===== src/logic/div_config.svh =====
`ifndef DIV_CONFIG_SVH
`define DIV_CONFIG_SVH

// Datapath and bus widths ---------------------------------------------
`define DIV_XLEN 32 // Operand and result width.
`define DIV_ADR_W 3 // Wishbone word address width.

// Register map, word addresses ----------------------------------------
`define DIV_REG_DIVIDEND (`DIV_ADR_W'(0)) // Dividend, read/write.
`define DIV_REG_DIVISOR (`DIV_ADR_W'(1)) // Divisor, read/write.
`define DIV_REG_CTRL (`DIV_ADR_W'(2)) // Op code on write, status on read.
`define DIV_REG_QUOT (`DIV_ADR_W'(3)) // Quotient, read only.
`define DIV_REG_REM (`DIV_ADR_W'(4)) // Remainder, read only.

`endif

===== src/logic/div_pkg.sv =====
`include "div_config.svh"

package div_pkg;

	typedef logic [`DIV_XLEN-1:0] word_t; // Operand or result word.
	typedef logic [`DIV_ADR_W-1:0] wb_adr_t; // Bus word address.

	// Bit 0 marks the signed ops.
	typedef enum logic [1:0] {
		DIVU = 2'd0,
		DIV  = 2'd1,
		REMU = 2'd2,
		REM  = 2'd3
	} div_op_e;

	typedef enum logic {
		CORE_IDLE,
		CORE_SHIFT
	} core_state_e;

	typedef struct packed {
		word_t dividend_mag; // Unsigned magnitude.
		word_t divisor_mag;
		logic  neg_quot; // Negate quotient at fixup.
		logic  neg_rem; // Negate remainder at fixup.
		word_t dividend; // As written, for the by-zero rule.
	} div_req_s;

	typedef struct packed {
		word_t quotient;
		word_t remainder;
		logic  by_zero;
	} div_rsp_s;

	typedef struct packed {
		logic    cyc;
		logic    stb;
		logic    we;
		wb_adr_t adr;
		word_t   dat;
	} wb_m2s_s;

	typedef struct packed {
		logic  ack;
		word_t dat;
	} wb_s2m_s;

endpackage


===== src/logic/div_unit_top.sv =====
`timescale 1ns/1ps

module div_unit_top (
	input  logic             clk,
	input  logic             rst_n,
	input  div_pkg::wb_m2s_s bus_in,
	output div_pkg::wb_s2m_s bus_out
);

	// ------------------------------------------------------------------
	// Internal connections
	// ------------------------------------------------------------------
	logic              start; // Decode to core.
	div_pkg::div_req_s req;
	logic              done; // Core to fixup.
	div_pkg::div_rsp_s rsp;
	logic              result_valid; // Fixup to decode.
	div_pkg::word_t    quotient;
	div_pkg::word_t    remainder;
	logic              by_zero;

	div_bus_decode u_decode (
		.clk          (clk),
		.rst_n        (rst_n),
		.bus_in       (bus_in),
		.bus_out      (bus_out),
		.result_valid (result_valid),
		.quotient     (quotient),
		.remainder    (remainder),
		.by_zero      (by_zero),
		.start        (start),
		.req          (req)
	);

	div_unsigned_core u_core (
		.clk   (clk),
		.rst_n (rst_n),
		.start (start),
		.req   (req),
		.done  (done),
		.rsp   (rsp)
	);

	// Request stays stable until done, so fixup reads it directly.
	div_sign_fixup u_fixup (
		.clk          (clk),
		.rst_n        (rst_n),
		.done         (done),
		.rsp          (rsp),
		.req          (req),
		.result_valid (result_valid),
		.quotient     (quotient),
		.remainder    (remainder),
		.by_zero      (by_zero)
	);

endmodule


===== src/logic/div_sign_fixup.sv =====
`timescale 1ns/1ps

module div_sign_fixup (
	input  logic              clk,
	input  logic              rst_n,
	input  logic              done,
	input  div_pkg::div_rsp_s rsp,
	input  div_pkg::div_req_s req,
	output logic              result_valid,
	output div_pkg::word_t    quotient,
	output div_pkg::word_t    remainder,
	output logic              by_zero
);

	div_pkg::word_t quot_fix;
	div_pkg::word_t rem_fix;

	// ------------------------------------------------------------------
	// Sign and corner cases
	// ------------------------------------------------------------------
	always_comb begin
		quot_fix = req.neg_quot ? -rsp.quotient : rsp.quotient;
		rem_fix = req.neg_rem ? -rsp.remainder : rsp.remainder;
		if (rsp.by_zero) begin
			quot_fix = '1; // All ones on divide by zero.
			rem_fix = req.dividend; // Dividend passes through.
		end
	end

	// Result registers, loaded in the done cycle.
	always_ff @(posedge clk) begin
		if (!rst_n) begin
			result_valid <= 1'b0;
			quotient <= '0;
			remainder <= '0;
			by_zero <= 1'b0;
		end else begin
			result_valid <= done; // One cycle after done.
			if (done) begin
				quotient <= quot_fix;
				remainder <= rem_fix;
				by_zero <= rsp.by_zero;
			end
		end
	end

endmodule


===== src/logic/div_unsigned_core.sv =====
`timescale 1ns/1ps
`include "div_config.svh"

module div_unsigned_core (
	input  logic              clk,
	input  logic              rst_n,
	input  logic              start,
	input  div_pkg::div_req_s req,
	output logic              done,
	output div_pkg::div_rsp_s rsp
);

	localparam int CNT_W = $clog2(`DIV_XLEN + 1); // Counts 0 to XLEN.

	div_pkg::core_state_e state;
	logic [CNT_W-1:0]     count;
	div_pkg::word_t       dividend_sr; // Bits still to shift in.
	div_pkg::word_t       quot_sr;
	logic [`DIV_XLEN:0]   part_rem; // One extra bit for the shifted value.
	logic [`DIV_XLEN:0]   divisor_ext;
	logic [`DIV_XLEN:0]   diff;
	logic [`DIV_XLEN:0]   rem_sel; // Partial remainder after this step.
	logic                 ge; // Remainder at least divisor.
	logic                 by_zero_q;

	assign divisor_ext = {1'b0, req.divisor_mag};
	assign diff = part_rem - divisor_ext;
	assign ge = part_rem >= divisor_ext;
	assign rem_sel = ge ? diff : part_rem; // Restore on a negative step.

	// ------------------------------------------------------------------
	// Sequencer
	// ------------------------------------------------------------------
	always_ff @(posedge clk) begin
		if (!rst_n) begin
			state <= div_pkg::CORE_IDLE;
			done <= 1'b0;
			by_zero_q <= 1'b0;
		end else begin
			done <= 1'b0;
			case (state)
				div_pkg::CORE_IDLE: begin
					if (start) begin
						by_zero_q <= (req.divisor_mag == '0);
						if (req.divisor_mag == '0)
							done <= 1'b1; // Fixup supplies the result.
						else
							state <= div_pkg::CORE_SHIFT;
					end
				end
				div_pkg::CORE_SHIFT: begin
					if (count == CNT_W'(`DIV_XLEN)) begin
						done <= 1'b1; // Last compare done.
						state <= div_pkg::CORE_IDLE;
					end
				end
				default: state <= div_pkg::CORE_IDLE;
			endcase
		end
	end

	// Datapath.
	always_ff @(posedge clk) begin
		if (state == div_pkg::CORE_IDLE) begin
			count <= '0;
			part_rem <= '0;
			dividend_sr <= req.dividend_mag; // Load on start.
		end else begin
			quot_sr <= {quot_sr[`DIV_XLEN-2:0], ge};
			dividend_sr <= {dividend_sr[`DIV_XLEN-2:0], 1'b0};
			if (count != CNT_W'(`DIV_XLEN)) begin
				count <= count + 1'b1;
				part_rem <= {rem_sel[`DIV_XLEN-1:0], dividend_sr[`DIV_XLEN-1]};
			end else begin
				part_rem <= rem_sel; // Final correction, no shift.
			end
		end
	end

	assign rsp = '{
		quotient: quot_sr,
		remainder: part_rem[`DIV_XLEN-1:0],
		by_zero: by_zero_q
	};

endmodule


===== src/logic/div_bus_decode.sv =====
`timescale 1ns/1ps
`include "div_config.svh"

module div_bus_decode (
	input  logic              clk,
	input  logic              rst_n,
	input  div_pkg::wb_m2s_s  bus_in,
	output div_pkg::wb_s2m_s  bus_out,
	input  logic              result_valid,
	input  div_pkg::word_t    quotient,
	input  div_pkg::word_t    remainder,
	input  logic              by_zero,
	output logic              start,
	output div_pkg::div_req_s req
);

	div_pkg::word_t   dividend_q; // Operand registers.
	div_pkg::word_t   divisor_q;
	div_pkg::div_op_e op_q; // Last op written.
	div_pkg::div_op_e new_op; // Op on the bus.
	div_pkg::word_t   rdata; // Read mux.
	div_pkg::word_t   dat_q;
	logic             ack_q;
	logic             busy;
	logic             access; // Open cycle, not yet acked.
	logic             result_reg; // Addresses that wait on busy.
	logic             stall;
	logic             wr;
	logic             rd;
	logic             is_signed;
	logic             dividend_neg;
	logic             divisor_neg;

	// ------------------------------------------------------------------
	// Address decode and wait states
	// ------------------------------------------------------------------
	assign access = bus_in.cyc && bus_in.stb && !ack_q; // One ack per access.
	assign result_reg = (bus_in.adr == `DIV_REG_CTRL) || (bus_in.adr == `DIV_REG_QUOT) ||
		(bus_in.adr == `DIV_REG_REM);
	assign stall = busy && result_reg; // Hold until result stored.
	assign wr = access && !stall && bus_in.we;
	assign rd = access && !stall && !bus_in.we;

	assign new_op = div_pkg::div_op_e'(bus_in.dat[1:0]);
	assign is_signed = new_op inside {div_pkg::DIV, div_pkg::REM};
	assign dividend_neg = is_signed && dividend_q[`DIV_XLEN-1];
	assign divisor_neg = is_signed && divisor_q[`DIV_XLEN-1];

	always_comb begin
		rdata = '0;
		case (bus_in.adr)
			`DIV_REG_DIVIDEND: rdata = dividend_q;
			`DIV_REG_DIVISOR: rdata = divisor_q;
			`DIV_REG_CTRL: rdata[3:0] = {op_q, by_zero, busy}; // Status word.
			`DIV_REG_QUOT: rdata = quotient;
			`DIV_REG_REM: rdata = remainder;
			default: rdata = '0; // Unmapped reads as zero.
		endcase
	end

	// ------------------------------------------------------------------
	// Control state
	// ------------------------------------------------------------------
	always_ff @(posedge clk) begin
		if (!rst_n) begin
			ack_q <= 1'b0;
			busy <= 1'b0;
			start <= 1'b0;
			op_q <= div_pkg::DIVU;
		end else begin
			ack_q <= access && !stall;
			start <= 1'b0;
			if (result_valid)
				busy <= 1'b0; // Result registers valid now.
			if (wr && bus_in.adr == `DIV_REG_CTRL) begin
				busy <= 1'b1;
				start <= 1'b1;
				op_q <= new_op;
			end
		end
	end

	// Operands, request and read data.
	always_ff @(posedge clk) begin
		if (wr && bus_in.adr == `DIV_REG_DIVIDEND)
			dividend_q <= bus_in.dat;
		if (wr && bus_in.adr == `DIV_REG_DIVISOR)
			divisor_q <= bus_in.dat;
		if (wr && bus_in.adr == `DIV_REG_CTRL) begin
			req.dividend_mag <= dividend_neg ? -dividend_q : dividend_q;
			req.divisor_mag <= divisor_neg ? -divisor_q : divisor_q;
			req.neg_quot <= dividend_neg ^ divisor_neg; // Signs differ.
			req.neg_rem <= dividend_neg; // Remainder follows dividend.
			req.dividend <= dividend_q;
		end
		if (rd)
			dat_q <= rdata;
	end

	assign bus_out = '{ack: ack_q, dat: dat_q};

endmodule


===== config.mk =====
export PLATFORM = sky130hd
export DESIGN_NAME = div_unit_top
export DESIGN_NICKNAME = d
export VERILOG_FILES = /design/src/logic/div_pkg.sv /design/src/logic/div_unit_top.sv /design/src/logic/div_sign_fixup.sv /design/src/logic/div_unsigned_core.sv /design/src/logic/div_bus_decode.sv
export VERILOG_INCLUDE_DIRS = /design/src /design/src/logic
export SDC_FILE = /design/constraint.sdc
export NUM_CORES = 1
export LEC_CHECK = 0
export BUFFER_PORTS_ARGS = -buffer_cell sky130_fd_sc_hd__buf_2
export CORE_ASPECT_RATIO = 1.1
export CORE_MARGIN = 4
export CORE_UTILIZATION = 40
export CTS_BUF_LIST = sky130_fd_sc_hd__clkbuf_2
export CTS_CLUSTER_SIZE = 20
export DETAILED_ROUTE_END_ITERATION = 8
export REMOVE_ABC_BUFFERS = 1
export SLEW_MARGIN = 20
export SYNTH_ARGS = -nofsm -noshare
export SYNTH_HDL_FRONTEND = slang
export SYNTH_SLANG_ARGS = --single-unit

===== constraint.sdc =====
create_clock -name clk -period 9.3 [get_ports clk]
set_clock_uncertainty 0.1 [all_clocks]
set_input_delay 0.465 -clock clk [delete_from_list [all_inputs] [get_ports clk]]
set_output_delay 0.465 -clock clk [all_outputs]
set_load 0.01 [all_outputs]

Yosys cells after proc, flatten, opt, wreduce, memory -nomap -nowiden
Cells that the tools add are included.
{ "word_totals": {"ramBits": 0, "ff_bits": 371, "n_memories": 0, "latch_bits": 0, "rom_bits": 0, "output_inout_bits": 33} }
{ "classes": {"n_lt_le_gt_ge": 1, "n_eq_ne": 8, "n_mux": 22, "n_addsub": 6, "n_bitwise": 2, "multipliers": 0, "reduce_logical": 22, "shift": 0, "div": 0} }
{ "ops": {"columns": ["op", "count"], "rows": [
  ["two-way mux 32 bit", 7],
  ["negator 32 bit", 4],
  ["one-hot mux 28 bit (4 select lines)", 1],
  ["two-way mux 33 bit", 2],
  ["greater-or-equal comparator 33 x 32 -> 1 bit", 1],
  ["subtractor 33 x 32 -> 33 bit", 1],
  ["zero test 32 bit", 1],
  ["one-hot mux 4 bit (5 select lines)", 1],
  ["logical AND 1 bit", 11],
  ["two-way mux 1 bit", 9],
  ["adder 6 x 1 -> 6 bit (second input constant)", 1],
  ["equality test 3 x 2 -> 1 bit (second input constant)", 2],
  ["equality test 6 bit (second input constant)", 1],
  ["inequality test 6 bit (second input constant)", 1],
  ["nonzero test 2 bit", 3],
  ["one-hot mux 1 bit (2 select lines)", 2],
  ["equality test 3 x 1 -> 1 bit (second input constant)", 1],
  ["equality test 3 bit (second input constant)", 1],
  ["zero test 1 bit", 3],
  ["zero test 3 bit", 1],
  ["equality test 2 x 1 -> 1 bit (second input constant)", 1],
  ["equality test 2 bit (second input constant)", 1],
  ["logical OR 1 bit", 2],
  ["AND reduction 2 bit", 1],
  ["other kinds (2)", 2]
]} }

Longest topological paths before layout
{ "depth": {"word_depth": 9, "ltp_mapped": 14} }

Cells and area by module
Synthesis repeated with hierarchy kept, for this count alone.
{ "unflattened": {"cells_unflattened": 1692, "area_unflattened_um2": 18328.8} }
{ "modules_own_cells": {"columns": ["mod", "instances", "area_each_um2", "cells_each"], "rows": [
  ["div_bus_decode", 1, 8271.7, 569],
  ["div_unsigned_core", 1, 6155.9, 661],
  ["div_sign_fixup", 1, 3901.2, 462]
]} }

Least setup slack after synthesis
No wires, ideal clock.
{ "synth_timing": {"kind": "input to register", "start": "in bus_in[32] (netlist name)", "end": "reg, netlist name u_decode.req[0]", "setup_ps": 452, "stages": 7, "path_buffers": 1, "setup_slack_ps": 5223, "t_arrival_ps": 3525, "cell_sequence": "clkbuf_1 nor2b_1 nor2b_1 o21ai_0 and4b_1 nand4_1 inv_1"} }
{ "synth_via": {"elab_chain_len": 8} }
{ "synth_lines": {"columns": ["item", "line", "rtl"], "rows": [
  ["start: declaration", "div_unit_top.sv:6", "input div_pkg::wb_m2s_s bus_in,"],
  ["equality test 3 x 2 -> 1 bit (no line)", null, null],
  ["logical OR 1 bit (2 in a row)", "div_bus_decode.sv:38", "assign result_reg = (bus_in.adr == `DIV_REG_CTRL) || (bus_in.adr == `DIV_REG_QUOT) ||"],
  ["logical AND 1 bit", "div_bus_decode.sv:40", "assign stall = busy && result_reg;"],
  ["zero test 1 bit", "div_bus_decode.sv:41", "assign wr = access && !stall && bus_in.we;"],
  ["logical AND 1 bit (2 in a row)", "div_bus_decode.sv:41", null],
  ["logical AND 1 bit (no line) (*)", null, null]
]} }
Mark *: on every way between the ends. The rest lies on a longest branch, timed or not.
A chain may end at the register's enable or synchronous reset.

Final worst setup path
{ "layout_timing": {"start": "reg u_core.part_rem[27]", "end": "reg u_core.part_rem[3]"} }
{ "layout_via": {"elab_chain_len": 3} }
{ "layout_lines": {"columns": ["item", "line", "rtl"], "rows": [
  ["start: declaration", "div_unsigned_core.sv:19", "logic [`DIV_XLEN:0] part_rem;"],
  ["start signal: assignment", "div_unsigned_core.sv:73", "part_rem <= {rem_sel[`DIV_XLEN-1:0], dividend_sr[`DIV_XLEN-1]};"],
  ["start signal: assignment", "div_unsigned_core.sv:75", "part_rem <= rem_sel;"],
  ["greater-or-equal comparator 33 x 32 -> 1 bit", "div_unsigned_core.sv:28", "assign ge = part_rem >= divisor_ext;"],
  ["two-way mux 33 bit", "div_unsigned_core.sv:29", "assign rem_sel = ge ? diff : part_rem;"],
  ["two-way mux 33 bit", "div_unsigned_core.sv:71", "if (count != CNT_W'(`DIV_XLEN)) begin"]
]} }
No other way between the ends. The select of a mux whose other input is x is not followed.

==> impl_metrics.env <==
export IMPL_status="finished clean"
export IMPL_fin_crit_ps=4080
export IMPL_die_width_um=209
export IMPL_setup_viol=0
export IMPL_grt_use_total_pct=20.2
export IMPL_swShare_pct=24.8
export IMPL_hpwl_um=34000
export IMPL_pwr_share_seq_pct=58.4
export IMPL_nets=1859
export IMPL_layout_commonest_cell="edfxtp_1"
export IMPL_drv_slew=0
export IMPL_period_share_pct=43.9
export IMPL_drc=0
export IMPL_power_switching_uw=742
export IMPL_synth_edff_count=225
export IMPL_hold_path_class="primary input to flop"
export IMPL_yosys_warnings=0
export IMPL_core_sq_um=43500
export IMPL_path_class="flop to flop"
export IMPL_layout_common_cells="edfxtp_1 (225), dfxtp_1 (142), clkbuf_2 (140)"
export IMPL_grt_use_met2_pct=34.2
export IMPL_wl_per_cell_um=20.3
export IMPL_synth_cell_types=74
export IMPL_ios=73
export IMPL_hold_viol_final=0
export IMPL_p_int_uw=2250
export IMPL_drive_gt1_share_pct=16.3
export IMPL_p_per_area_nw_per_um2=148
export IMPL_grt_pass1_vias=13300
export IMPL_initial_core_util_pct=40.6
export IMPL_hp_start="bus_in[32]"
export IMPL_p_clk_share_pct=38.0
export IMPL_cts_made_buffers=92
export IMPL_crit_arrival_ps=4840
export IMPL_netlist_area_sq_um=17700
export IMPL_drt_wl_total_um=49400
export IMPL_dominantRegCellSynth="edfxtp_1"
export IMPL_rsz0062_at_grt="false"
export IMPL_antenna_found_initial=2
export IMPL_area_growth_pct=14.2
export IMPL_synthCells=1609
export IMPL_grt_use_met1_pct=25.9
export IMPL_max_slew_margin_pct=27.4
export IMPL_r2r_start="u_core.part_rem[27]"
export IMPL_ant_nets=0
export IMPL_clock_latency_ps=1060
export IMPL_path_clk_slew_ps=110
export IMPL_dieArea_sq_um=47700
export IMPL_required_ps=10060
export IMPL_synth_avg_cell_area_sq_um=11.0
export IMPL_total_power_uw=2990
export IMPL_vias=13300
export IMPL_grt_busiest_layer="met2"
export IMPL_setup_worst_path_start_class="flop"
export IMPL_worst_pin_slew_ps=1090
export IMPL_setup_tns_ps=0
export IMPL_grt_max_degree=70
export IMPL_combPwrFrac_pct=3.6
export IMPL_yosysSeqAreaShare_pct=54.6
export IMPL_leakage_uw=0.00735
export IMPL_overflow=0
export IMPL_die_height_um=229
export IMPL_vias_per_cell=5.45
export IMPL_first_pass_iters=5
export IMPL_htree_levels=3
export IMPL_critPathLaunch="u_core.part_rem[27]"
export IMPL_cts_sinks=370
export IMPL_gp_routability_congestion=0.864
export IMPL_synth_area_leaders="edfxtp_1 (38%), dfxtp_1 (16%), xnor2_1 (4.0%)"
export IMPL_cts_tree="built"
export IMPL_path_max_fanout=34
export IMPL_end_kind="flop"
export IMPL_ys_seq_elements=370
export IMPL_drt_initial_drc_count=925
export IMPL_grt_pass1_wl_um=75700
export IMPL_max_freq_ghz=0.245
export IMPL_num_rows=80
export IMPL_yosys_area_top_type_share_pct=38.2
export IMPL_port_buffers=72
export IMPL_ys_async_sr_fraction_pct=0
export IMPL_peakVddDrop_v=0.000129
export IMPL_cts_root_buffer="clkbuf_2"
export IMPL_yosys_area_top_type="edfxtp_1"
export IMPL_cts_buffer_depth=3
export IMPL_nFillCells=4106
export IMPL_use_met3_pct=4.09
export IMPL_maxCapViolCount=0
final timing paths:
path,slack (ps),cells after the start,to
max reg2reg,5220,10,u_core.part_rem[3]
min reg2reg,340,1,u_core.dividend_sr[15]
min,130,4,u_decode.dat_q[3]
max,5220,10,u_core.part_rem[3]
power groups by stage:
| stage | Sequential, uW | Clock, uW | Combinational, uW |
|---|---|---|---|
| 2_1_floorplan | 1780 | 0 | 40.9 |
| 3_3_place_gp | 1780 | 0 | 81.8 |
| 3_5_place_dp | 1780 | 0 | 83.2 |
| 4_1_cts | 1750 | 1180 | 106 |
| 5_1_grt | 1750 | 1270 | 116 |
| 6_report | 1750 | 1140 | 107 |
worst max-delay path, stage by stage (launching register included):
cell and delay [ps]:
dfxtp_1 550, ha_1 400, a211o_1 390, nand3_1 120
nand2b_1 90, nor3_1 400, a2111oi_4 190, nor2_2 440
inv_2 480, o21ai_0 530, o22ai_1 140
cells in the mapped netlist, drive strengths merged (12+ instances only):
| cell type | count |
|---|---|
| o21ai | 92 |
| nand3 | 25 |
| buf | 28 |
| nor4 | 20 |
| o22ai | 53 |
| and3 | 12 |
| a211oi | 14 |
| a221o | 28 |
| a22o | 28 |
| nand2b | 15 |
| dfxtp | 145 |
| xnor2 | 80 |
| or3 | 21 |
| o41ai | 12 |
| nand2 | 132 |
| nor2b | 14 |
| o31ai | 30 |
| nor2 | 129 |
| edfxtp | 225 |
| inv | 56 |
| mux2 | 35 |
| clkbuf | 53 |
| a21oi | 66 |
| xor2 | 69 |
| ha | 38 |
| nor3 | 25 |
| mux2i | 60 |
registers in the layout, summed over array words and instances (netlist names):
signal                count
u_decode.busy             1
u_decode.start            1
u_core.part_rem          33
u_decode.dividend_q      32
u_core.quot_sr           32
u_fixup.remainder        32
u_fixup.quotient         32
u_decode.req             97
u_decode.ack_q            1
u_decode.dat_q           32
u_fixup.result_valid      1
u_decode.divisor_q       32
u_core.by_zero_q          1
u_core.dividend_sr       32
u_fixup.by_zero           1
u_core.count              6
u_core.state              1
u_core.done               1
u_decode.op_q             2
routing by layer:
layer | vias to the layer above | share of wire (%)
met4 | 0 | 2.7
met2 | 368 | 49
met5 | - | 0
met1 | 6470 | 43
li1 | 6357 | -
met3 | 92 | 5.0
logic make-up (layout without fill, tap and decap cells):
logic type,Yosys count,in the layout,share of synthesized area (%)
compound gates,382,382,14.7
xor+xnor,149,149,7.37
fa+ha+maj,39,39,2.80
buf+inv,138,387,3.14
flops,370,370,54.6
mux,96,96,5.75
other cells,0,4,0
simple gates,435,435,11.6
timing repair:
action                    CTS  global route
gates resized for setup     0             0
setup buffers               0             0
hold endpoints to repair  130            13
hold buffers               71             1
cell type report:
class / count / area (sq um) / area share [%]
Sequential cell: 370 / 9670 / 47.8
Antenna cell: 4 / 10.0 / 0.0495
Tap cell: 574 / 718 / 3.55
Inverter: 57 / 216 / 1.07
Clock buffer: 140 / 701 / 3.47
Timing Repair Buffer: 158 / 1210 / 5.97
Multi-Input combinational cell: 1101 / 7500 / 37.1
Clock inverter: 32 / 191 / 0.947
stage by stage:
step | setup WS [ps] | util, % | cells | instance area (sq um) | hold slack [ps]
6_report | 5220 | 46.4 | 2436 | 20200 | 134
5_1_grt | 4960 | 46.4 | 2436 | 20200 | 44.3
4_1_cts | 5310 | 46.3 | 2430 | 20200 | 18.6
3_5_place_dp | 5360 | 42.7 | 2187 | 18600 | 338
3_3_place_gp | 5440 | 42.6 | 2186 | 18600 | 339
2_1_floorplan | 5070 | - | 1528 | 17400 | 333
No activity file was read; power rests on OpenSTA's default activity.
